==> config.mk <==
export PLATFORM = sky130hd
export DESIGN_NAME = sensor_scheduler
export DESIGN_NICKNAME = d
export VERILOG_FILES = /design/src/common/sched_pkg.sv /design/src/logic/command_decoder.sv /design/src/logic/monitor_flags.sv /design/src/scheduler/poll_sequencer.sv /design/src/scheduler/sensor_transaction.sv /design/src/scheduler/sensor_scheduler.sv
export SDC_FILE = /design/constraint.sdc
export NUM_CORES = 1
export LEC_CHECK = 0
export BUFFER_PORTS_ARGS = -buffer_cell sky130_fd_sc_hd__buf_2
export CORE_ASPECT_RATIO = 1.5
export CORE_MARGIN = 10
export CORE_UTILIZATION = 51
export CTS_CLUSTER_SIZE = 24
export DETAILED_ROUTE_END_ITERATION = 12
export PLACE_DENSITY = 0.81
export SLEW_MARGIN = 25
export SYNTH_ARGS = -nofsm -noshare
export SYNTH_HDL_FRONTEND = slang
export SYNTH_HIERARCHICAL = 1
export SYNTH_SLANG_ARGS = --single-unit
==> constraint.sdc <==
create_clock -name clk -period 4.05 [get_ports clk]
set_clock_uncertainty 0.2 [all_clocks]
set_input_delay 0.405 -clock clk [delete_from_list [all_inputs] [get_ports clk]]
set_output_delay 0.405 -clock clk [all_outputs]
set_load 0.05 [all_outputs]
==> src/common/sched_pkg.sv <==
`default_nettype none

package sched_pkg;

	localparam int N_SENSORS = 8;
	localparam int PAUSE_CYCLES = 20; // Idle cycles after each transaction

	typedef logic [7:0] byte_t;
	typedef logic [15:0] frame_t; // Command in the upper byte, address in the lower
	typedef logic [2:0] sensor_idx_t;
	typedef logic [N_SENSORS-1:0] sensor_mask_t;
	typedef logic [5:0] resp_t;
	typedef logic [$clog2(PAUSE_CYCLES)-1:0] pause_cnt_t;

	// Command codes as sent by the receiver
	localparam byte_t CMD_STATUS = 8'h31;
	localparam byte_t CMD_TEMP = 8'h32;
	localparam byte_t CMD_HUMID = 8'h33;
	localparam byte_t CMD_TEMP_ON = 8'h34;
	localparam byte_t CMD_HUMID_ON = 8'h35;
	localparam byte_t CMD_TEMP_OFF = 8'h36;
	localparam byte_t CMD_HUMID_OFF = 8'h37;

	localparam byte_t ADDR_BASE = 8'h31; // ASCII '1' is sensor 0

	typedef struct packed {
		byte_t cmd;
		byte_t addr;
	} sensor_req_t;

	typedef struct packed {
		byte_t data;
		resp_t resp;
	} sensor_reply_t;

	typedef struct packed {
		byte_t addr;
		byte_t data;
		resp_t resp;
	} dec_req_t;

	typedef enum logic [1:0] {
		NONE,
		READ,
		READ_AND_CLEAR,
		SET
	} cmd_action_e;

	typedef enum logic [2:0] {
		COMMAND, // Serve the pending frame
		SLOT, // Check one monitoring slot
		RUN, // Transaction in flight
		NEXT // Advance the slot counter
	} seq_state_e;

endpackage

`default_nettype wire

==> src/logic/command_decoder.sv <==
`timescale 1ns/1ns
`default_nettype none

module command_decoder (
	input wire logic clk,
	input wire logic i_rst_n,
	input wire logic i_data_received,
	input wire sched_pkg::frame_t i_data,
	input wire logic i_take,
	output sched_pkg::cmd_action_e o_action,
	output sched_pkg::sensor_idx_t o_sensor,
	output sched_pkg::byte_t o_cmd
);

	sched_pkg::frame_t frame;
	logic pending;
	sched_pkg::byte_t addr_ofs;
	logic addr_ok;

	// A new frame wins over a take in the same cycle
	always_ff @(posedge clk or negedge i_rst_n) begin
		if (!i_rst_n) begin
			pending <= 1'b0;
		end else if (i_data_received) begin
			pending <= 1'b1;
		end else if (i_take) begin
			pending <= 1'b0;
		end
	end

	always_ff @(posedge clk) begin
		if (i_data_received) begin
			frame <= i_data;
		end
	end

	// Addresses below the base wrap to large offsets
	assign addr_ofs = frame[7:0] - sched_pkg::ADDR_BASE;
	assign addr_ok = addr_ofs < sched_pkg::byte_t'(sched_pkg::N_SENSORS);
	assign o_sensor = sched_pkg::sensor_idx_t'(addr_ofs);
	assign o_cmd = frame[15:8];

	always_comb begin
		o_action = sched_pkg::NONE;
		if (pending && addr_ok) begin
			case (o_cmd)
				sched_pkg::CMD_STATUS, sched_pkg::CMD_TEMP, sched_pkg::CMD_HUMID: begin
					o_action = sched_pkg::READ;
				end
				sched_pkg::CMD_TEMP_OFF, sched_pkg::CMD_HUMID_OFF: begin
					o_action = sched_pkg::READ_AND_CLEAR;
				end
				sched_pkg::CMD_TEMP_ON, sched_pkg::CMD_HUMID_ON: begin
					o_action = sched_pkg::SET;
				end
				default: begin
					o_action = sched_pkg::NONE; // Unknown command is dropped
				end
			endcase
		end
	end

endmodule

`default_nettype wire

==> src/logic/monitor_flags.sv <==
`timescale 1ns/1ns
`default_nettype none

module monitor_flags (
	input wire logic clk,
	input wire logic i_rst_n,
	input wire logic i_set,
	input wire logic i_clear,
	input wire logic i_humid,
	input wire sched_pkg::sensor_idx_t i_sensor,
	output sched_pkg::sensor_mask_t o_temp_on,
	output sched_pkg::sensor_mask_t o_humid_on
);

	logic update;

	assign update = i_set | i_clear;

	always_ff @(posedge clk or negedge i_rst_n) begin
		if (!i_rst_n) begin
			o_temp_on <= '0;
		end else if (update && !i_humid) begin
			o_temp_on[i_sensor] <= i_set; // Set wins over clear
		end
	end

	always_ff @(posedge clk or negedge i_rst_n) begin
		if (!i_rst_n) begin
			o_humid_on <= '0;
		end else if (update && i_humid) begin
			o_humid_on[i_sensor] <= i_set;
		end
	end

endmodule

`default_nettype wire

==> src/scheduler/poll_sequencer.sv <==
`timescale 1ns/1ns
`default_nettype none

module poll_sequencer (
	input wire logic clk,
	input wire logic i_rst_n,
	input wire sched_pkg::cmd_action_e i_action,
	input wire sched_pkg::sensor_idx_t i_sensor,
	input wire sched_pkg::byte_t i_cmd,
	output logic o_take,
	output logic o_flag_set,
	output logic o_flag_clear,
	output logic o_flag_humid,
	output sched_pkg::sensor_idx_t o_flag_sensor,
	input wire sched_pkg::sensor_mask_t i_temp_on,
	input wire sched_pkg::sensor_mask_t i_humid_on,
	output logic o_start,
	output sched_pkg::sensor_idx_t o_txn_sensor,
	output sched_pkg::sensor_req_t o_txn_req,
	input wire logic i_txn_done
);

	sched_pkg::seq_state_e state;
	sched_pkg::seq_state_e state_nxt;
	sched_pkg::sensor_idx_t slot_sensor;
	logic slot_humid; // Humidity half of the slot
	logic slot_on;
	logic slot_last;
	logic advance;
	logic cmd_run; // Transaction was started by a frame

	assign slot_on = slot_humid ? i_humid_on[slot_sensor] : i_temp_on[slot_sensor];
	assign slot_last = slot_humid &&
		(slot_sensor == sched_pkg::sensor_idx_t'(sched_pkg::N_SENSORS - 1));
	assign o_flag_sensor = i_sensor;
	assign o_flag_humid = (i_cmd == sched_pkg::CMD_HUMID_ON) ||
		(i_cmd == sched_pkg::CMD_HUMID_OFF);

	always_comb begin
		state_nxt = state;
		o_take = 1'b0;
		o_flag_set = 1'b0;
		o_flag_clear = 1'b0;
		o_start = 1'b0;
		advance = 1'b0;
		o_txn_sensor = slot_sensor;
		o_txn_req.cmd = slot_humid ? sched_pkg::CMD_HUMID : sched_pkg::CMD_TEMP;
		o_txn_req.addr = sched_pkg::ADDR_BASE + sched_pkg::byte_t'(slot_sensor);
		case (state)
			sched_pkg::COMMAND: begin
				o_take = 1'b1;
				o_txn_sensor = i_sensor;
				o_txn_req.cmd = i_cmd;
				o_txn_req.addr = sched_pkg::ADDR_BASE + sched_pkg::byte_t'(i_sensor);
				case (i_action)
					sched_pkg::SET: begin
						o_flag_set = 1'b1;
						state_nxt = sched_pkg::SLOT;
					end
					sched_pkg::READ_AND_CLEAR: begin
						o_flag_clear = 1'b1;
						o_start = 1'b1;
						state_nxt = sched_pkg::RUN;
					end
					sched_pkg::READ: begin
						o_start = 1'b1;
						state_nxt = sched_pkg::RUN;
					end
					default: begin
						state_nxt = sched_pkg::SLOT; // Discard, or nothing pending
					end
				endcase
			end
			sched_pkg::SLOT: begin
				if (slot_on) begin
					o_start = 1'b1;
					state_nxt = sched_pkg::RUN;
				end else begin
					advance = 1'b1;
					state_nxt = slot_last ? sched_pkg::COMMAND : sched_pkg::SLOT;
				end
			end
			sched_pkg::RUN: begin
				if (i_txn_done) begin
					state_nxt = sched_pkg::NEXT;
				end
			end
			sched_pkg::NEXT: begin
				if (cmd_run) begin
					state_nxt = sched_pkg::SLOT; // Sweep starts at slot 0
				end else begin
					advance = 1'b1;
					state_nxt = slot_last ? sched_pkg::COMMAND : sched_pkg::SLOT;
				end
			end
			default: begin
				state_nxt = sched_pkg::COMMAND;
			end
		endcase
	end

	always_ff @(posedge clk or negedge i_rst_n) begin
		if (!i_rst_n) begin
			state <= sched_pkg::COMMAND;
			cmd_run <= 1'b0;
			slot_sensor <= '0;
			slot_humid <= 1'b0;
		end else begin
			state <= state_nxt;
			if (state == sched_pkg::COMMAND) begin
				cmd_run <= o_start;
			end else if (state == sched_pkg::NEXT) begin
				cmd_run <= 1'b0;
			end
			// Wraps back to slot 0 after the last slot
			if (advance) begin
				slot_humid <= !slot_humid;
				if (slot_humid) begin
					slot_sensor <= slot_sensor + 1'b1;
				end
			end
		end
	end

endmodule

`default_nettype wire

==> src/scheduler/sensor_transaction.sv <==
`timescale 1ns/1ns
`default_nettype none

module sensor_transaction (
	input wire logic clk,
	input wire logic i_rst_n,
	input wire logic i_start,
	input wire sched_pkg::sensor_idx_t i_sensor,
	input wire sched_pkg::sensor_req_t i_req,
	output logic o_done,
	output sched_pkg::sensor_mask_t o_sensor_en,
	output sched_pkg::sensor_req_t o_sensor_req,
	input wire sched_pkg::sensor_mask_t i_sensor_done,
	input wire sched_pkg::sensor_reply_t [sched_pkg::N_SENSORS-1:0] i_sensor_reply,
	output logic o_dec_en,
	output sched_pkg::dec_req_t o_dec_req,
	input wire logic i_dec_done
);

	typedef enum logic [1:0] {
		IDLE,
		SENSOR, // Waiting for the channel
		DECODE, // Waiting for the decoder
		PAUSE
	} txn_state_e;

	txn_state_e state;
	sched_pkg::sensor_idx_t sensor;
	sched_pkg::sensor_reply_t reply;
	sched_pkg::pause_cnt_t pause_cnt;
	logic take_start;
	logic sensor_hit;
	logic dec_hit;

	assign reply = i_sensor_reply[sensor];
	assign take_start = (state == IDLE) && i_start;
	// Done levels are ignored while the enable pulse is still out
	assign sensor_hit = (state == SENSOR) && i_sensor_done[sensor] && (o_sensor_en == '0);
	assign dec_hit = (state == DECODE) && i_dec_done && !o_dec_en;

	always_ff @(posedge clk or negedge i_rst_n) begin
		if (!i_rst_n) begin
			state <= IDLE;
			o_sensor_en <= '0;
			o_dec_en <= 1'b0;
			o_done <= 1'b0;
			pause_cnt <= '0;
		end else begin
			o_sensor_en <= '0;
			o_dec_en <= 1'b0;
			o_done <= 1'b0;
			case (state)
				IDLE: begin
					if (take_start) begin
						o_sensor_en <= sched_pkg::sensor_mask_t'(1) << i_sensor; // One-hot
						state <= SENSOR;
					end
				end
				SENSOR: begin
					if (sensor_hit) begin
						o_dec_en <= 1'b1;
						state <= DECODE;
					end
				end
				DECODE: begin
					if (dec_hit) begin
						pause_cnt <= '0;
						state <= PAUSE;
					end
				end
				PAUSE: begin
					if (pause_cnt == sched_pkg::pause_cnt_t'(sched_pkg::PAUSE_CYCLES - 1)) begin
						o_done <= 1'b1;
						state <= IDLE;
					end else begin
						pause_cnt <= pause_cnt + 1'b1;
					end
				end
				default: begin
					state <= IDLE;
				end
			endcase
		end
	end

	always_ff @(posedge clk) begin
		if (take_start) begin
			sensor <= i_sensor;
			o_sensor_req <= i_req;
		end
		if (sensor_hit) begin
			o_dec_req.addr <= o_sensor_req.addr; // Tag reply with its address
			o_dec_req.data <= reply.data;
			o_dec_req.resp <= reply.resp;
		end
	end

endmodule

`default_nettype wire

==> src/scheduler/sensor_scheduler.sv <==
`timescale 1ns/1ns
`default_nettype none

module sensor_scheduler (
	input wire logic clk,
	input wire logic i_rst_n,
	input wire logic i_data_received,
	input wire sched_pkg::frame_t i_data,
	output sched_pkg::sensor_mask_t o_sensor_en,
	output sched_pkg::sensor_req_t o_sensor_req,
	input wire sched_pkg::sensor_mask_t i_sensor_done,
	input wire sched_pkg::sensor_reply_t [sched_pkg::N_SENSORS-1:0] i_sensor_reply,
	output logic o_dec_en,
	output sched_pkg::dec_req_t o_dec_req,
	input wire logic i_dec_done
);

	sched_pkg::cmd_action_e action;
	sched_pkg::sensor_idx_t cmd_sensor;
	sched_pkg::byte_t cmd;
	logic take;
	logic flag_set;
	logic flag_clear;
	logic flag_humid;
	sched_pkg::sensor_idx_t flag_sensor;
	sched_pkg::sensor_mask_t temp_on;
	sched_pkg::sensor_mask_t humid_on;
	logic txn_start;
	sched_pkg::sensor_idx_t txn_sensor;
	sched_pkg::sensor_req_t txn_req;
	logic txn_done;

	command_decoder cmd_dec_i (
		.clk (clk),
		.i_rst_n (i_rst_n),
		.i_data_received (i_data_received),
		.i_data (i_data),
		.i_take (take),
		.o_action (action),
		.o_sensor (cmd_sensor),
		.o_cmd (cmd)
	);

	monitor_flags flags_i (
		.clk (clk),
		.i_rst_n (i_rst_n),
		.i_set (flag_set),
		.i_clear (flag_clear),
		.i_humid (flag_humid),
		.i_sensor (flag_sensor),
		.o_temp_on (temp_on),
		.o_humid_on (humid_on)
	);

	poll_sequencer seq_i (
		.clk (clk),
		.i_rst_n (i_rst_n),
		.i_action (action),
		.i_sensor (cmd_sensor),
		.i_cmd (cmd),
		.o_take (take),
		.o_flag_set (flag_set),
		.o_flag_clear (flag_clear),
		.o_flag_humid (flag_humid),
		.o_flag_sensor (flag_sensor),
		.i_temp_on (temp_on),
		.i_humid_on (humid_on),
		.o_start (txn_start),
		.o_txn_sensor (txn_sensor),
		.o_txn_req (txn_req),
		.i_txn_done (txn_done)
	);

	sensor_transaction txn_i (
		.clk (clk),
		.i_rst_n (i_rst_n),
		.i_start (txn_start),
		.i_sensor (txn_sensor),
		.i_req (txn_req),
		.o_done (txn_done),
		.o_sensor_en (o_sensor_en),
		.o_sensor_req (o_sensor_req),
		.i_sensor_done (i_sensor_done),
		.i_sensor_reply (i_sensor_reply),
		.o_dec_en (o_dec_en),
		.o_dec_req (o_dec_req),
		.i_dec_done (i_dec_done)
	);

endmodule

`default_nettype wire

# --- Word-level counts from Yosys, hierarchy flattened ---
# Index checks and enable logic that the tools add are counted.
word_totals:
  ff_bits: 99
  in_bits: 140
  out_inout_bits: 47
op_classes:
  add_sub_neg: 5
  order_cmp: 5
  eq_ne: 24
  shift: 1
  n_mux: 53
  bitwise_logic: 1
  n_reduce_logical: 27
ops:
  columns: ["op", "n"]
  rows:
  - ["== test 8 x 6 -> 1 bit (second input constant)", 7]
  - ["binary-select mux 14 bit (select 3 bit)", 1]
  - ["2-to-1 mux 1 bit", 24]
  - ["bitwise mux 8 bit", 2]
  - ["2-to-1 mux 16 bit", 1]
  - ["2-to-1 mux 8 bit", 2]
  - ["adder 6 x 3 -> 7 bit (first input constant)", 2]
  - ["2-to-1 mux 14 bit", 1]
  - ["< comparator 3 x 4 -> 1 bit (second input constant)", 3]
  - ["2-to-1 mux 2 bit", 6]
  - ["2-to-1 mux 3 bit", 4]
  - ["case mux 3 bit (4 select lines)", 1]
  - ["logical AND 1 bit", 10]
  - ["2-to-1 mux 5 bit", 2]
  - ["inequality test 2 x 1 -> 1 bit (second input constant)", 5]
  - ["case mux 5 bit (2 select lines)", 1]
  - ["binary-select mux 1 bit (select 3 bit)", 3]
  - ["== test 2 bit (second input constant)", 4]
  - ["logical NOT 8 bit", 1]
  - ["< comparator 8 x 4 -> 1 bit (second input constant)", 1]
  - ["case mux 2 bit (4 select lines)", 1]
  - ["left shift 1 x 3 -> 8 bit (first input constant)", 1]
  - ["subtractor 8 x 6 -> 8 bit (second input constant)", 1]
  - ["== test 3 x 2 -> 1 bit (second input constant)", 2]
  - ["other kinds (22)", 30]

# --- Longest topological paths before layout ---
# Gate-level depths: netlist of the first run.
depth:
  ltp_word: 11
  ltp_mapped: 13
  mapped_depth_nobuf: 13

# --- Hierarchy ---
# The synthesis of the first run kept the hierarchy.
by_module_without_submodules:
  columns: ["module", "n_inst", "cells_each", "area_per_inst_um2", "seq_area_each_um2"]
  rows:
  - ["sensor_transaction", 1, 191, 3039.2, 1656.6]
  - ["poll_sequencer", 1, 114, 1001.0, 175.2]
  - ["monitor_flags", 1, 59, 807.0, 400.4]
  - ["command_decoder", 1, 47, 701.9, 505.5]

# --- Least setup slack after synthesis of the first run ---
# Ideal clock, no wire load.
synth_path:
  kind: "flip-flop to flip-flop"
  startpoint: "reg txn_i.o_sensor_en[0]"
  endpoint: "reg txn_i.state[1]"
  setup_ps: 125
  t_arrival_ps: 2996
  slack_ps: 729
  path_stages_with_launch: 6
  path_buffers: 0
  cell_sequence: "dfrtp_1 -> nor4_1 -> nand4b_1 -> nor4_2 -> o221a_4 -> mux2_4"
synth_between:
  elab_chain_len: 4
synth_lines:
  columns: ["item", "line_no", "source"]
  rows:
  - ["start: declaration", "sensor_transaction.sv:11", "output sched_pkg::sensor_mask_t o_sensor_en,"]
  - ["start signal: assignment", "sensor_transaction.sv:55", "o_sensor_en <= sched_pkg::sensor_mask_t'(1) << i_sensor;"]
  - ["logical NOT 8 bit", "sensor_transaction.sv:38", "assign sensor_hit = (state == SENSOR) && i_sensor_done[sensor] && (o_sensor_en == '0);"]
  - ["logical AND 1 bit", "sensor_transaction.sv:38", null]
  - ["net txn_i.sensor_hit", "sensor_transaction.sv:32", "logic sensor_hit;"]
  - ["inequality test 2 x 1 -> 1 bit (no line)", null, null]
  - ["AND reduction 4 bit (no line)", null, null]
  - ["end signal: assignment", "sensor_transaction.sv:43", "state <= IDLE;"]
  - ["end signal: assignment", "sensor_transaction.sv:56", "state <= SENSOR;"]
  - ["end signal: assignment", "sensor_transaction.sv:62", "state <= DECODE;"]
  - ["end: declaration", "sensor_transaction.sv:27", "txn_state_e state;"]
# The timed path passes the listed nets, and every way through them passes these cells.
# A chain may end at the register's enable or synchronous reset.

# --- Worst setup path in the final report of the first run ---
layout_path:
  startpoint: "reg cmd_dec_i.frame[0]"
  endpoint: "reg flags_i.o_temp_on[4]"
layout_between:
  elab_chain_len: 9
  word_cells_on_any_way: 18
  cone_classes: "1 x add/sub; 3 x order compare; 2 x eq/ne; 8 x mux; 1 x bitwise; 3 x reduce/logical"
layout_lines:
  columns: ["item", "line_no", "source"]
  rows:
  - ["start: declaration", "command_decoder.sv:15", "sched_pkg::frame_t frame;"]
  - ["start signal: assignment", "command_decoder.sv:33", "frame <= i_data;"]
  - ["subtractor 8 x 6 -> 8 bit *", "command_decoder.sv:38", "assign addr_ofs = frame[7:0] - sched_pkg::ADDR_BASE;"]
  - ["net cmd_sensor[0]", "sensor_scheduler.sv:19", "sched_pkg::sensor_idx_t cmd_sensor;"]
  - ["< comparator 8 x 4 -> 1 bit *", "command_decoder.sv:39", "assign addr_ok = addr_ofs < sched_pkg::byte_t'(sched_pkg::N_SENSORS);"]
  - ["logical AND 1 bit *", "command_decoder.sv:45", "if (pending && addr_ok) begin"]
  - ["2-to-1 mux 2 bit *", "command_decoder.sv:45", null]
  - ["net action[0]", "sensor_scheduler.sv:18", "sched_pkg::cmd_action_e action;"]
  - ["== test 2 bit *", "poll_sequencer.sv:55", "case (i_action)"]
  - ["2-to-1 mux 1 bit *", "poll_sequencer.sv:55", null]
  - ["2-to-1 mux 1 bit *", "poll_sequencer.sv:49", "case (state)"]
  - ["net flag_set", "sensor_scheduler.sv:22", "logic flag_set;"]
  - ["OR 1 bit", "monitor_flags.sv:17", "assign update = i_set | i_clear;"]
  - ["logical AND 1 bit", "monitor_flags.sv:22", "end else if (update && !i_humid) begin"]
  - ["end signal: indexed assignment", "monitor_flags.sv:23", "o_temp_on[i_sensor] <= i_set;"]
  - ["end: declaration", "monitor_flags.sv:11", "output sched_pkg::sensor_mask_t o_temp_on,"]
# The timed path passes the listed nets; every way through them passes the cells marked *.

==> reports/metrics.csv, run 1 <==
stage,metric,value,unit
synthesis,yosysSeqAreaShare,49.33,%
sta,hold_viol,0,
drt,wl_met1,5.597,mm
critical_path,regToRegSetupSlack,530,ps
synthesis,synth_cell_types,57,
synthesis,synth_seq_cells,98,
sta,fin_crit,3517,ps
power_and_ir_drop,power_density,466.2,mW/mm^2
synthesis,synth_edf_count,57,
clock_network,cts_buffers,9,
critical_path,crit_chain,"inv_1, ha_1, nand3_1, a221oi_2, and3_1, ha_1, and2_1, o21bai_4, nor4b_2, mux2_2",
drt,postRouteAntennaNets,0,
synthesis,synth_top_area_share,30.85,%
synthesis,synth_most_common_cell,edfxtp_1,
layout,area_growth,22.03,%
synthesis,syn_inst,411,
synthesis,ys.flop_type,edfxtp_1,
critical_path,cp_top_family,simple AND/OR/NAND/NOR gates,
global_routing,grt_max_degree,42,
clock_network,post_cts_buffers,0,
floorplanning,num_io_pins,187,
synthesis,yosys_warnings,6,
floorplanning,die_width,105.2,um
drt,drc_errors,0,
global_routing,grt_pass1_vias,4358,
sta,worst_slew_pin_slew,776.1,ps
placed_design,portBuffers,186,
critical_path,critical_path.most_common_cell,ha_1,
critical_path,arrival,3550,ps
global_routing,grt_overflow,0,
outcome,status,"complete, no violations",
global_routing,grt_pass1_wl,23.83,mm
critical_path,cp_slowest_cell,and2_1,
synthesis,ys_top_cells_by_area,"edfxtp_1 (31%), dfrtp_1 (18%), mux4_2 (13%)",
critical_path,cp.required,4080,ps
clock_network,cts_htree_levels,3,
critical_path,cp_max_fo,15,
synthesis,synth_area_leader_cell,edfxtp_1,
global_routing,grt_usage,19.27,%
drt,vias,4122,
sta,relSlewSlack,48.26,%
floorplanning,start_util,52.40,%
sta,tns,0,ps
clock_network,clk_pin_slew,70,ps
sta,rsz0062_at_grt,false,
synthesis,avgSynthCellArea,13.50,um^2
drt,highest_layer,met4,
drt,drt_first_iter_violations,250,
floorplanning,core_area,0.01059,mm^2
critical_path,path_class,register to register,
global_routing,antenna_found_initial,0,
hold_path,hold_path.class,input pin to register,
critical_path,crit_buf_inv,1,
floorplanning,dieArea,0.01554,mm^2
layout,fin_nets,736,
critical_path,worstSetupEndpointType,register,
drt,route.met3.wl,1.351,mm
clock_network,cts-root-buf,clkbuf_16,
synthesis,async_flop_share,41.84,%
clock_network,insertion_delay,350,ps
sta,setup_violations,0,
layout,antenna_cells,0,
floorplanning,row_count,46,
clock_network,cts_buffer_depth,2,
drt,viasPerCell,5.647,
clock_network,cts.sinks,98,
critical_path,start_kind,register,
synthesis,synthTopCellsByCount,"edfxtp_1 (57), dfrtp_1 (41), mux2_2 (36)",
critical_path,max_stage_delay,460,ps
drt,drt-total-wl,15.05,mm
sta,maxSlewViolCount,0,
placed_design,gp_congestion,0.9277,
power_and_ir_drop,finalPower,3.157,mW
floorplanning,chipHeight,147.8,um
drt,drt_first_pass_iters,4,
layout,drive_above_1_share,49.66,%
sta,fmax,284.3,MHz
power_and_ir_drop,leakage,2.939,nW
job,maxCapViolations,0,
layout,final_util,63.94,%
placed_design,dpl.hpwl,12.28,mm
sta,fin_crit_sh,86.85,%
drt,wl_per_cell,20.61,um
clock_network,tritoncts,done,
power_and_ir_drop,vdd_drop_max,312.6,uV
drt,met2_length,7.798,mm
synthesis,synth_area,0.005549,mm^2
## what timing repair did
item	in CTS	in global routing
endpoints found under the hold margin	0	41
hold buffers	0	1
gates resized for setup	0	0
## layout make-up
| type | count | area, um^2 |
|---|---|---|
| fillers | 830 | 3819 |
| flip-flops and latches | 98 | 2738 |
| multi-input cells | 257 | 2505 |
| repair buffers | 193 | 988.4 |
| clock buffers | 9 | 225.2 |
| well taps | 144 | 180.2 |
| inverters | 22 | 82.58 |
| clock inverters | 7 | 52.55 |
## metrics by stage
step                area [um^2]  setup WS (ps)  cells  hold WS (ps)
floorplan                  5557          728.5    413        -90.59
global placement           6481          753.0    713         230.5
detailed placement         6481          614.9    713         232.2
CTS                        6759          532.2    729         18.00
global route               6771          293.7    730         15.39
finish                     6771          532.6    730         25.90
## sequential cells by signal, indices dropped and copies added, names as in the netlist
signal,cells
cmd_dec_i/pending,1
seq_i/slot_sensor,3
flags_i/o_humid_on,8
txn_i/o_sensor_en,8
flags_i/o_temp_on,8
txn_i/sensor,3
txn_i/state,2
cmd_dec_i/frame,16
seq_i/slot_humid,1
txn_i/o_dec_req,22
txn_i/o_sensor_req,16
txn_i/pause_cnt,5
seq_i/state,2
seq_i/cmd_run,1
txn_i/o_dec_en,1
txn_i/o_done,1
## layout by cell type (no fill, tap or decap), types with 5 or more instances in the layout
cell and instances:
inv_1 22, buf_2 185, nor3_1 12, nor4b_2 6
buf_4 7, edfxtp_1 57, nand3_1 6, nor4_1 5
clkbuf_16 9, a21oi_1 18, nor2_1 19, nand2b_1 12
mux2_2 36, o21ai_0 7, mux2i_1 13, dfrtp_1 41
o211ai_1 5, mux4_2 31, ha_1 15, and2_1 8
nand2_1 15
## worst paths after layout
check	cells after the start	startpoint	endpoint
setup reg to reg	10	cmd_dec_i/frame[0]$_DFFE_PP_	flags_i/o_temp_on[4]$_DFFE_PN0P_
setup / recovery	10	cmd_dec_i/frame[0]$_DFFE_PP_	flags_i/o_temp_on[4]$_DFFE_PN0P_
max in group asynchronous	2	i_rst_n	txn_i/o_done$_DFF_PN0_
hold reg to reg	0	txn_i/o_sensor_req[7]$_DFFE_PN_	txn_i/o_dec_req[21]$_DFFE_PP_
hold / removal	1	i_data[13]	cmd_dec_i/frame[13]$_DFFE_PP_
min in group asynchronous	2	i_rst_n	flags_i/o_humid_on[2]$_DFFE_PN0P_
## power breakdown
group | total (mW) | switching, mW | internal, mW
registers | 1.38 | 0.166 | 1.22
clock network | 0.794 | 0.374 | 0.420
logic | 0.980 | 0.572 | 0.408
## kinds of logic (layout without fill, tap and decap cells)
family	count (synthesis)	count (layout)	share of synthesized area (%)
AOI/OAI and AO/OA	49	49	6.472
adders and majority gates	15	15	3.382
buffers and inverters	58	231	5.817
other	2	4	0.1353
and+or+nand+nor	103	103	11.36
muxes	84	84	23.18
xor gates and xnor gates	2	2	0.3157
DFF	98	98	49.33
## metal layers
| layer | vias to the layer above | track usage (%) |
|---|---|---|
| met5 | - | 0 |
| met4 | 0 | 6.749 |
| met3 | 20 | 5.701 |
| li1 | 1884 | - |
| met2 | 199 | 34.74 |
| met1 | 2019 | 20.87 |
No activity file was read; power rests on OpenSTA's default activity.
==> run 2, diff against run 1 <==
--- a/config.mk
+++ b/config.mk
@@ -11,7 +11,7 @@
 export CORE_UTILIZATION = 51
 export CTS_CLUSTER_SIZE = 24
 export DETAILED_ROUTE_END_ITERATION = 12
-export PLACE_DENSITY = 0.81
+export PLACE_DENSITY = 0.78
 export SLEW_MARGIN = 25
 export SYNTH_ARGS = -nofsm -noshare
 export SYNTH_HDL_FRONTEND = slang
==> run 2 against run 1 <==
  * Global-route usage down 0.38 points
  * Worst setup slack better by 110 ps
  * Count of clock-buffer cells in the layout unchanged
  * Critical endpoint is now flags_i/o_humid_on[1]$_DFFE_PN0P_
==> reports/metrics.csv, run 2 (synthesized netlist as in run 1, its figures left out) <==
stage,metric,value,unit,change
outcome,status,"complete, no violations",,unchanged
clock_network,cts_buffers,9,,unchanged
layout,instances_no_fill,730,,unchanged
clock_network,cts.sinks,98,,unchanged
global_routing,grt_pass1_wl,23.40,mm,was 23.83 mm
sta,relSlewSlack,36.83,%,was 48.26%
job,maxCapViolations,0,,unchanged
floorplanning,num_io_pins,187,,unchanged
placed_design,dpl.hpwl,11.97,mm,was 12.28 mm
clock_network,clk_pin_slew,70,ps,about the same
placed_design,dp_cells,714,,was 713
sta,worst_slew_pin_slew,947.5,ps,was 776.1 ps
clock_network,cts_htree_levels,3,,unchanged
layout,area_growth,22.77,%,was 22.03%
layout,largest_register,txn_i/o_dec_req,,unchanged
hold_path,hold_path.class,input pin to asynchronous set/reset pin,,was input pin to register
placed_design,portBuffers,186,,unchanged
layout,final_cell_mix,"buf_2 (186), edfxtp_1 (57), dfrtp_1 (41)",,"was buf_2 (185), edfxtp_1 (57), dfrtp_1 (41)"
layout,fill_cells,866,,was 830
critical_path,worstSetupEndpointType,register,,unchanged
drt,drt_first_pass_iters,5,,was 4
critical_path,cp.depth,10,,unchanged
global_routing,antenna_found_initial,0,,unchanged
global_routing,grt_overflow,0,,unchanged
sta,hold_viol,0,,unchanged
critical_path,path_class,register to register,,unchanged
critical_path,start_kind,register,,unchanged
floorplanning,chipHeight,147.8,um,unchanged
power_and_ir_drop,leakage,2.969,nW,was 2.939 nW
power_and_ir_drop,swShare,33.93,%,was 35.21%
layout,drive_above_1_share,50.00,%,was 49.66%
critical_path,arrival,3430,ps,was 3550 ps
layout,largest_reg_flops,22,,unchanged
drt,vias,4076,,was 4122
critical_path,max_stage_delay,410,ps,was 460 ps
clock_network,post_cts_buffers,0,,unchanged
clock_network,cts_hold_buf,0,,unchanged
sta,fin_crit_sh,84.05,%,was 86.85%
sta,tns,0,ps,unchanged
critical_path,crit_buf_inv,1,,unchanged
global_routing,grt_pass1_vias,4354,,was 4358
power_and_ir_drop,p_clk_share,28.1,%,was 25.2%
critical_path,critical_path.most_common_cell,ha_1,,unchanged
power_and_ir_drop,combPwrFrac,29.9,%,was 31.0%
drt,drc_errors,0,,unchanged
global_routing,grt_max_degree,42,,unchanged
placed_design,place_area,0.006489,mm^2,was 0.006481 mm^2
power_and_ir_drop,p_int,2.171,mW,was 2.046 mW
sta,rsz0062_at_grt,false,,unchanged
placed_design,gp_congestion,0.8902,,was 0.9277
drt,wl_per_cell,20.29,um,was 20.61 um
global_routing,grt_usage,18.90,%,was 19.27%
critical_path,reg2regPathDepth,10,,unchanged
critical_path,cp.required,4080,ps,about the same
sta,maxSlewViolCount,0,,unchanged
floorplanning,row_count,46,,unchanged
clock_network,cts_buffer_depth,2,,unchanged
floorplanning,start_util,52.40,%,unchanged
power_and_ir_drop,vdd_drop_max,303.2,uV,was 312.6 uV
power_and_ir_drop,power_frac_seq,42.0,%,was 43.8%
clock_network,tritoncts,done,,unchanged
clock_network,cts_resized,0,,unchanged
clock_network,cts-root-buf,clkbuf_16,,unchanged
drt,viasPerCell,5.584,,was 5.647
sta,fin_hold_ws,4.589,ps,was 25.90 ps
layout,fin_area,0.006813,mm^2,was 0.006771 mm^2
drt,drt_first_iter_violations,262,,was 250
drt,postRouteAntennaNets,0,,unchanged
floorplanning,dieArea,0.01554,mm^2,unchanged
floorplanning,core_area,0.01059,mm^2,unchanged
layout,antenna_cells,0,,unchanged
critical_path,cp_max_fo,15,,unchanged
drt,drt-total-wl,14.81,mm,was 15.05 mm
sta,fmax,293.8,MHz,was 284.3 MHz
sta,setup_violations,0,,unchanged
critical_path,crit_chain,"inv_1, ha_1, nand3_1, a221oi_2, and3_1, ha_1, and2_1, o21ai_4, nor4b_2, mux2_2",,"was inv_1, ha_1, nand3_1, a221oi_2, and3_1, ha_1, and2_1, o21bai_4, nor4b_2, mux2_2"
layout,reg.largest.list,"txn_i/o_dec_req: 22 flops, cmd_dec_i/frame: 16 flops, txn_i/o_sensor_req: 16 flops",,unchanged
floorplanning,die_width,105.2,um,unchanged
power_and_ir_drop,power_switching,1.115,mW,was 1.111 mW
layout,final_common_cell,buf_2,,unchanged
power_and_ir_drop,power_density,482.2,mW/mm^2,was 466.2 mW/mm^2
critical_path,cp_slowest_cell,edfxtp_1,,was and2_1
layout,fin_nets,736,,unchanged
clock_network,insertion_delay,340,ps,was 350 ps
critical_path,cp_top_family,simple AND/OR/NAND/NOR gates,,unchanged
sta,fin_crit,3404,ps,was 3517 ps
==> run 2: cell count changes in the layout (fill, tap and decap cells not counted), sizes merged <==
cell         before  now
bufinv            0    2
clkinvlp          2    0
buf             192  193
clkinv            3    2
dlygate4sd3       1    0
inv              24   25
==> run 2: power by group through the flow <==
stage / Clock [mW] / Sequential (mW) / Combinational (mW)
floorplan: 0 / 1.46 / 0.663
global placement: 0 / 1.39 / 0.942
detailed placement: 0 / 1.40 / 0.977
CTS: 0.935 / 1.38 / 0.982
global route: 0.974 / 1.41 / 1.08
finish: 0.922 / 1.38 / 0.983
==> run 2: layer usage <==
metal | share of wire [%] | vias up | routed length (um) | global-route usage [%]
li1 | - | 1881 | - | -
met1 | 38 | 1977 | 5606 | 20.85
met2 | 52 | 199 | 7717 | 34.27
met3 | 8.2 | 19 | 1211 | 4.613
met4 | 1.9 | 0 | 274 | 6.749
met5 | 0 | - | 0 | 0
==> run 2: final timing paths <==
| path | slack (ps) | end | startpoint |
|---|---|---|---|
| worst min register to register | 250 | txn_i/o_dec_req[19]$_DFFE_PP_ | txn_i/o_sensor_req[5]$_DFFE_PN_ |
| worst max-delay path | 650 | flags_i/o_humid_on[1]$_DFFE_PN0P_ | cmd_dec_i/frame[0]$_DFFE_PP_ |
| worst max register to register | 650 | flags_i/o_humid_on[1]$_DFFE_PN0P_ | cmd_dec_i/frame[0]$_DFFE_PP_ |
| min in group clk | 40 | cmd_dec_i/frame[3]$_DFFE_PP_ | i_data[3] |
| max in group asynchronous | 3050 | txn_i/o_sensor_en[4]$_DFF_PN0_ | i_rst_n |
| worst min-delay path | 5 | flags_i/o_humid_on[3]$_DFFE_PN0P_ | i_rst_n |
==> run 2: layout make-up <==
cell class	instances	area (um^2)	share of cell area (%)
flip-flops and latches	98	2738	40.18
inverters	22	82.58	1.212
clock inverters	7	98.84	1.451
multi-input cells	257	2505	36.77
well taps	144	180.2	2.645
repair buffers	193	983.4	14.44
clock buffers	9	225.2	3.306
==> run 2: metrics by stage <==
step | utilization, % | power, mW | setup slack, ps
2_1_floorplan | - | 2.122 | 728.5
4_1_cts | 64.33 | 3.298 | 654.7
3_5_place_dp | 61.27 | 2.375 | 686.9
6_report | 64.33 | 3.285 | 646.1
3_3_place_gp | 61.27 | 2.334 | 821.3
5_1_grt | 64.33 | 3.457 | 329.6
==> run 3, diff against run 2 <==
--- a/config.mk
+++ b/config.mk
@@ -5,6 +5,7 @@
 export SDC_FILE = /design/constraint.sdc
 export NUM_CORES = 1
 export LEC_CHECK = 0
+export ABC_AREA = 1
 export BUFFER_PORTS_ARGS = -buffer_cell sky130_fd_sc_hd__buf_2
 export CORE_ASPECT_RATIO = 1.5
 export CORE_MARGIN = 10
==> constraint.sdc (replaced) <==
create_clock -name clk -period 3.5 [get_ports clk]
set_clock_uncertainty 0.2 [all_clocks]
set_input_delay 0.35 -clock clk [delete_from_list [all_inputs] [get_ports clk]]
set_output_delay 0.35 -clock clk [all_outputs]
set_load 0.05 [all_outputs]
==> run 3 against run 2 <==
  * Cell count grew 37%
  * Die area grew 0.19%
  * Core utilization grew 0.26 points
  * Critical endpoint is now txn_i/o_sensor_en[4]$_DFF_PN0_
  * Largest cell class unchanged
  * Global-route usage grew 2.2 points
  * First-iteration DRC count grew 23%
  * Worst setup slack lost 260 ps
  * Design area grew 0.96%
  * Sequential share of layout area shrank 0.38 points
==> reports/metrics.csv, run 3 <==
stage,metric,value,unit,change
drt,drt_first_iter_violations,323,,was 262
floorplanning,num_io_pins,187,,unchanged
drt,vias,5306,,was 4076
floorplanning,start_util,52.23,%,was 52.40%
drt,drc_errors,0,,unchanged
synthesis,synthTopCellsByCount,"nand2_1 (183), nor2_1 (87), edfxtp_1 (57)",,"was edfxtp_1 (57), dfrtp_1 (41), mux2_2 (36)"
floorplanning,core_area,0.01065,mm^2,was 0.01059 mm^2
global_routing,grt_usage,21.14,%,was 18.90%
critical_path,cp_slowest_cell,edfxtp_1,,unchanged
critical_path,r2r_end,txn_i/o_sensor_en[4]$_DFF_PN0_,,was flags_i/o_humid_on[1]$_DFFE_PN0P_
synthesis,synth_cell_types,38,,was 57
critical_path,cp_max_fo,20,,was 15
global_routing,antenna_found_initial,1,,was 0
power_and_ir_drop,p_clk_share,21.4,%,was 28.1%
sta,fin_crit,3112,ps,was 3404 ps
clock_network,tritoncts,done,,unchanged
synthesis,syn_inst,672,,was 411
sta,relSlewSlack,37.45,%,was 36.83%
layout,reg.largest.list,"txn_i/o_dec_req: 22 flops, cmd_dec_i/frame: 16 flops, txn_i/o_sensor_req: 16 flops",,unchanged
sta,setup_violations,0,,unchanged
critical_path,worstSetupEndpointType,register,,unchanged
power_and_ir_drop,power_frac_seq,37.1,%,was 42.0%
clock_network,cts_buffers,9,,unchanged
critical_path,cp.depth,17,,was 10
sta,hold_viol,0,,unchanged
synthesis,synth_seq_cells,98,,unchanged
synthesis,avgSynthCellArea,8.276,um^2,was 13.50 um^2
critical_path,reg2regPathDepth,17,,was 10
critical_path,arrival,3170,ps,was 3430 ps
critical_path,crit_buf_inv,5,,was 1
drt,postRouteAntennaNets,0,,unchanged
power_and_ir_drop,power_switching,1.915,mW,was 1.115 mW
clock_network,cts_htree_levels,3,,unchanged
global_routing,grt_pass1_wl,26.43,mm,was 23.40 mm
clock_network,cts.sinks,98,,unchanged
synthesis,synth_most_common_cell,nand2_1,,was edfxtp_1
layout,fin_nets,1005,,was 736
hold_path,hold_path.class,input pin to register,,was input pin to asynchronous set/reset pin
placed_design,gp_congestion,0.9776,,was 0.8902
synthesis,synth_edf_count,57,,unchanged
critical_path,cp.required,3560,ps,was 4080 ps
floorplanning,chipHeight,147.9,um,was 147.8 um
clock_network,cts_buffer_depth,2,,unchanged
power_and_ir_drop,combPwrFrac,41.5,%,was 29.9%
drt,drt-total-wl,16.87,mm,was 14.81 mm
synthesis,yosysSeqAreaShare,49.22,%,was 49.33%
floorplanning,row_count,46,,unchanged
sta,rsz0062_at_grt,false,,unchanged
critical_path,regToRegSetupSlack,390,ps,was 650 ps
synthesis,synth_area,0.005562,mm^2,was 0.005549 mm^2
clock_network,insertion_delay,340,ps,about the same
layout,largest_reg_flops,22,,unchanged
layout,seq_area,0.002738,mm^2,unchanged
critical_path,start_kind,register,,unchanged
sta,fin_crit_sh,88.91,%,was 84.05%
placed_design,dpl.hpwl,13.22,mm,was 11.97 mm
power_and_ir_drop,vdd_drop_max,363.2,uV,was 303.2 uV
drt,wl_per_cell,16.89,um,was 20.29 um
sta,fmax,321.4,MHz,was 293.8 MHz
critical_path,max_stage_delay,350,ps,was 410 ps
synthesis,synth_area_leader_cell,edfxtp_1,,unchanged
sta,maxSlewViolCount,0,,unchanged
critical_path,path_class,register to register,,unchanged
power_and_ir_drop,finalPower,4.513,mW,was 3.285 mW
critical_path,cp_top_family,simple AND/OR/NAND/NOR gates,,unchanged
clock_network,clk_pin_slew,60,ps,was 70 ps
layout,fill_cells,893,,was 866
synthesis,yosys_warnings,6,,unchanged
synthesis,async_flop_share,41.84,%,unchanged
layout,final_cell_mix,"buf_2 (186), nand2_1 (183), nor2_1 (87)",,"was buf_2 (186), edfxtp_1 (57), dfrtp_1 (41)"
critical_path,cp-startpoint,cmd_dec_i/frame[0]$_DFFE_PP_,,unchanged
critical_path,critical_path.most_common_cell,inv_1,,was ha_1
layout,largest_register,txn_i/o_dec_req,,unchanged
clock_network,post_cts_buffers,0,,unchanged
placed_design,portBuffers,186,,unchanged
clock_network,cts_resized,0,,unchanged
power_and_ir_drop,swShare,42.44,%,was 33.93%
floorplanning,die_width,105.3,um,was 105.2 um
global_routing,grt_pass1_vias,5221,,was 4354
clock_network,cts-root-buf,clkbuf_16,,unchanged
layout,area_growth,23.67,%,was 22.77%
layout,drive_above_1_share,27.75,%,was 50.00%
synthesis,ys_top_cells_by_area,"edfxtp_1 (31%), dfrtp_1 (18%), nand2_1 (12%)",,"was edfxtp_1 (31%), dfrtp_1 (18%), mux4_2 (13%)"
global_routing,grt_overflow,0,,unchanged
floorplanning,dieArea,0.01557,mm^2,was 0.01554 mm^2
synthesis,synth_top_area_share,30.78,%,was 30.85%
sta,worst_slew_pin_slew,938.3,ps,was 947.5 ps
power_and_ir_drop,power_density,656.2,mW/mm^2,was 482.2 mW/mm^2
critical_path,crit_chain,"inv_1, ha_1, inv_1, nor2_1, nand3_1, nand2_1, nand3_1, nor2_1, inv_1, ha_1, or2_2, nand2_2, nand2_1, inv_1, buf_4, nand2_1, nor2_1",,"was inv_1, ha_1, nand3_1, a221oi_2, and3_1, ha_1, and2_1, o21ai_4, nor4b_2, mux2_2"
hold_path,min_path_cells,1,,
global_routing,grt_max_degree,57,,was 42
critical_path,cp-endpoint,txn_i/o_sensor_en[4]$_DFF_PN0_,,was flags_i/o_humid_on[1]$_DFFE_PN0P_
synthesis,ys.flop_type,edfxtp_1,,unchanged
drt,viasPerCell,5.311,,was 5.584
power_and_ir_drop,p_int,2.598,mW,was 2.171 mW
layout,final_common_cell,buf_2,,unchanged
outcome,status,"complete, no violations",,unchanged
critical_path,r2r-start,cmd_dec_i/frame[0]$_DFFE_PP_,,unchanged
drt,drt_first_pass_iters,7,,was 5
sta,tns,0,ps,unchanged
layout,multi_input_area,0.002286,mm^2,was 0.002505 mm^2
job,maxCapViolations,0,,unchanged
power_and_ir_drop,leakage,3.403,nW,was 2.969 nW
==> run 3: cell count changes after synthesis, moves of 13 or more <==
cell | previous run | this run
inv_1 | 22 | 54
o21ai_0 | 7 | 43
mux4_2 | 31 | 0
a21oi_1 | 18 | 3
mux2i_1 | 13 | 0
nor2_1 | 19 | 87
nand3_1 | 6 | 43
o22ai_1 | 1 | 28
mux2_2 | 36 | 0
nand2_1 | 15 | 183
o21ai_1 | 1 | 22
==> run 3: how the worst min path moves through the flow <==
| stage | startpoint | end | slack [ps] |
|---|---|---|---|
| 3_3_place_gp | txn_i/o_sensor_req[6]$_DFFE_PN_ | txn_i/o_dec_req[20]$_DFFE_PP_ | 230 |
| 5_1_grt | i_data_received | cmd_dec_i/frame[11]$_DFFE_PP_ | 250 |
| 2_1_floorplan | i_rst_n | cmd_dec_i/pending$_DFFE_PN0P_ | -150 |
| 4_1_cts | i_data_received | cmd_dec_i/frame[4]$_DFFE_PP_ | 230 |
| 3_5_place_dp | txn_i/o_sensor_req[4]$_DFFE_PN_ | txn_i/o_dec_req[18]$_DFFE_PP_ | 240 |
| 6_report | i_data_received | cmd_dec_i/frame[7]$_DFFE_PP_ | 230 |
==> run 3: logic make-up after synthesis <==
logic type	share of synthesized area [%]
DFF	49.22
AOI/OAI and AO/OA	9.921
buffers and inverters	9.809
xor gates and xnor gates	0.3150
other	0.1350
adders and majority gates	3.375
and+or+nand+nor	27.22
==> run 3: power groups by stage <==
stage	clock network, mW	logic (mW)	registers (mW)
after floorplan	0	1.05	2.01
after global placement	0	1.77	1.69
after detailed placement	0	1.84	1.69
after CTS	0.988	1.86	1.67
after global routing	1.04	2.06	1.69
final	0.967	1.87	1.67
==> run 3: per-layer routing <==
metal / wire length (um) / vias to the layer above / part of all wire (%) / global-route usage (%)
met4: 867 / 0 / 5.1 / 12.12
met1: 6223 / 2415 / 37 / 22.44
met2: 8378 / 288 / 50 / 36.99
met3: 1401 / 52 / 8.3 / 5.352
met5: 0 / - / 0 / 0
li1: - / 2551 / - / -
==> run 3: layout make-up <==
type | instances | share of cell area, %
sequential | 98 | 39.80
tap | 144 | 2.620
clock buffer | 9 | 3.275
clock inverter | 6 | 0.9824
multi-input combinational | 470 | 33.24
timing repair buffer | 209 | 16.66
antenna | 1 | 0.03638
inverter | 62 | 3.384
==> run 3: through the flow <==
stage	worst slack, ps	std cells	utilization [%]	hold slack (ps)	instance area (um^2)
floorplan	674.8	674	-	-145.6	5569
global placement	610.2	966	60.22	233.0	6412
detailed placement	447.3	966	60.22	238.7	6412
CTS	409.4	998	64.57	227.0	6875
global route	108.4	999	64.59	245.4	6878
finish	388.3	999	64.59	234.7	6878
==> run 3: repair_timing <==
action                                 CTS  global route
hold buffers                            17             0
setup endpoints to repair                0             0
endpoints found under the hold margin   57             0
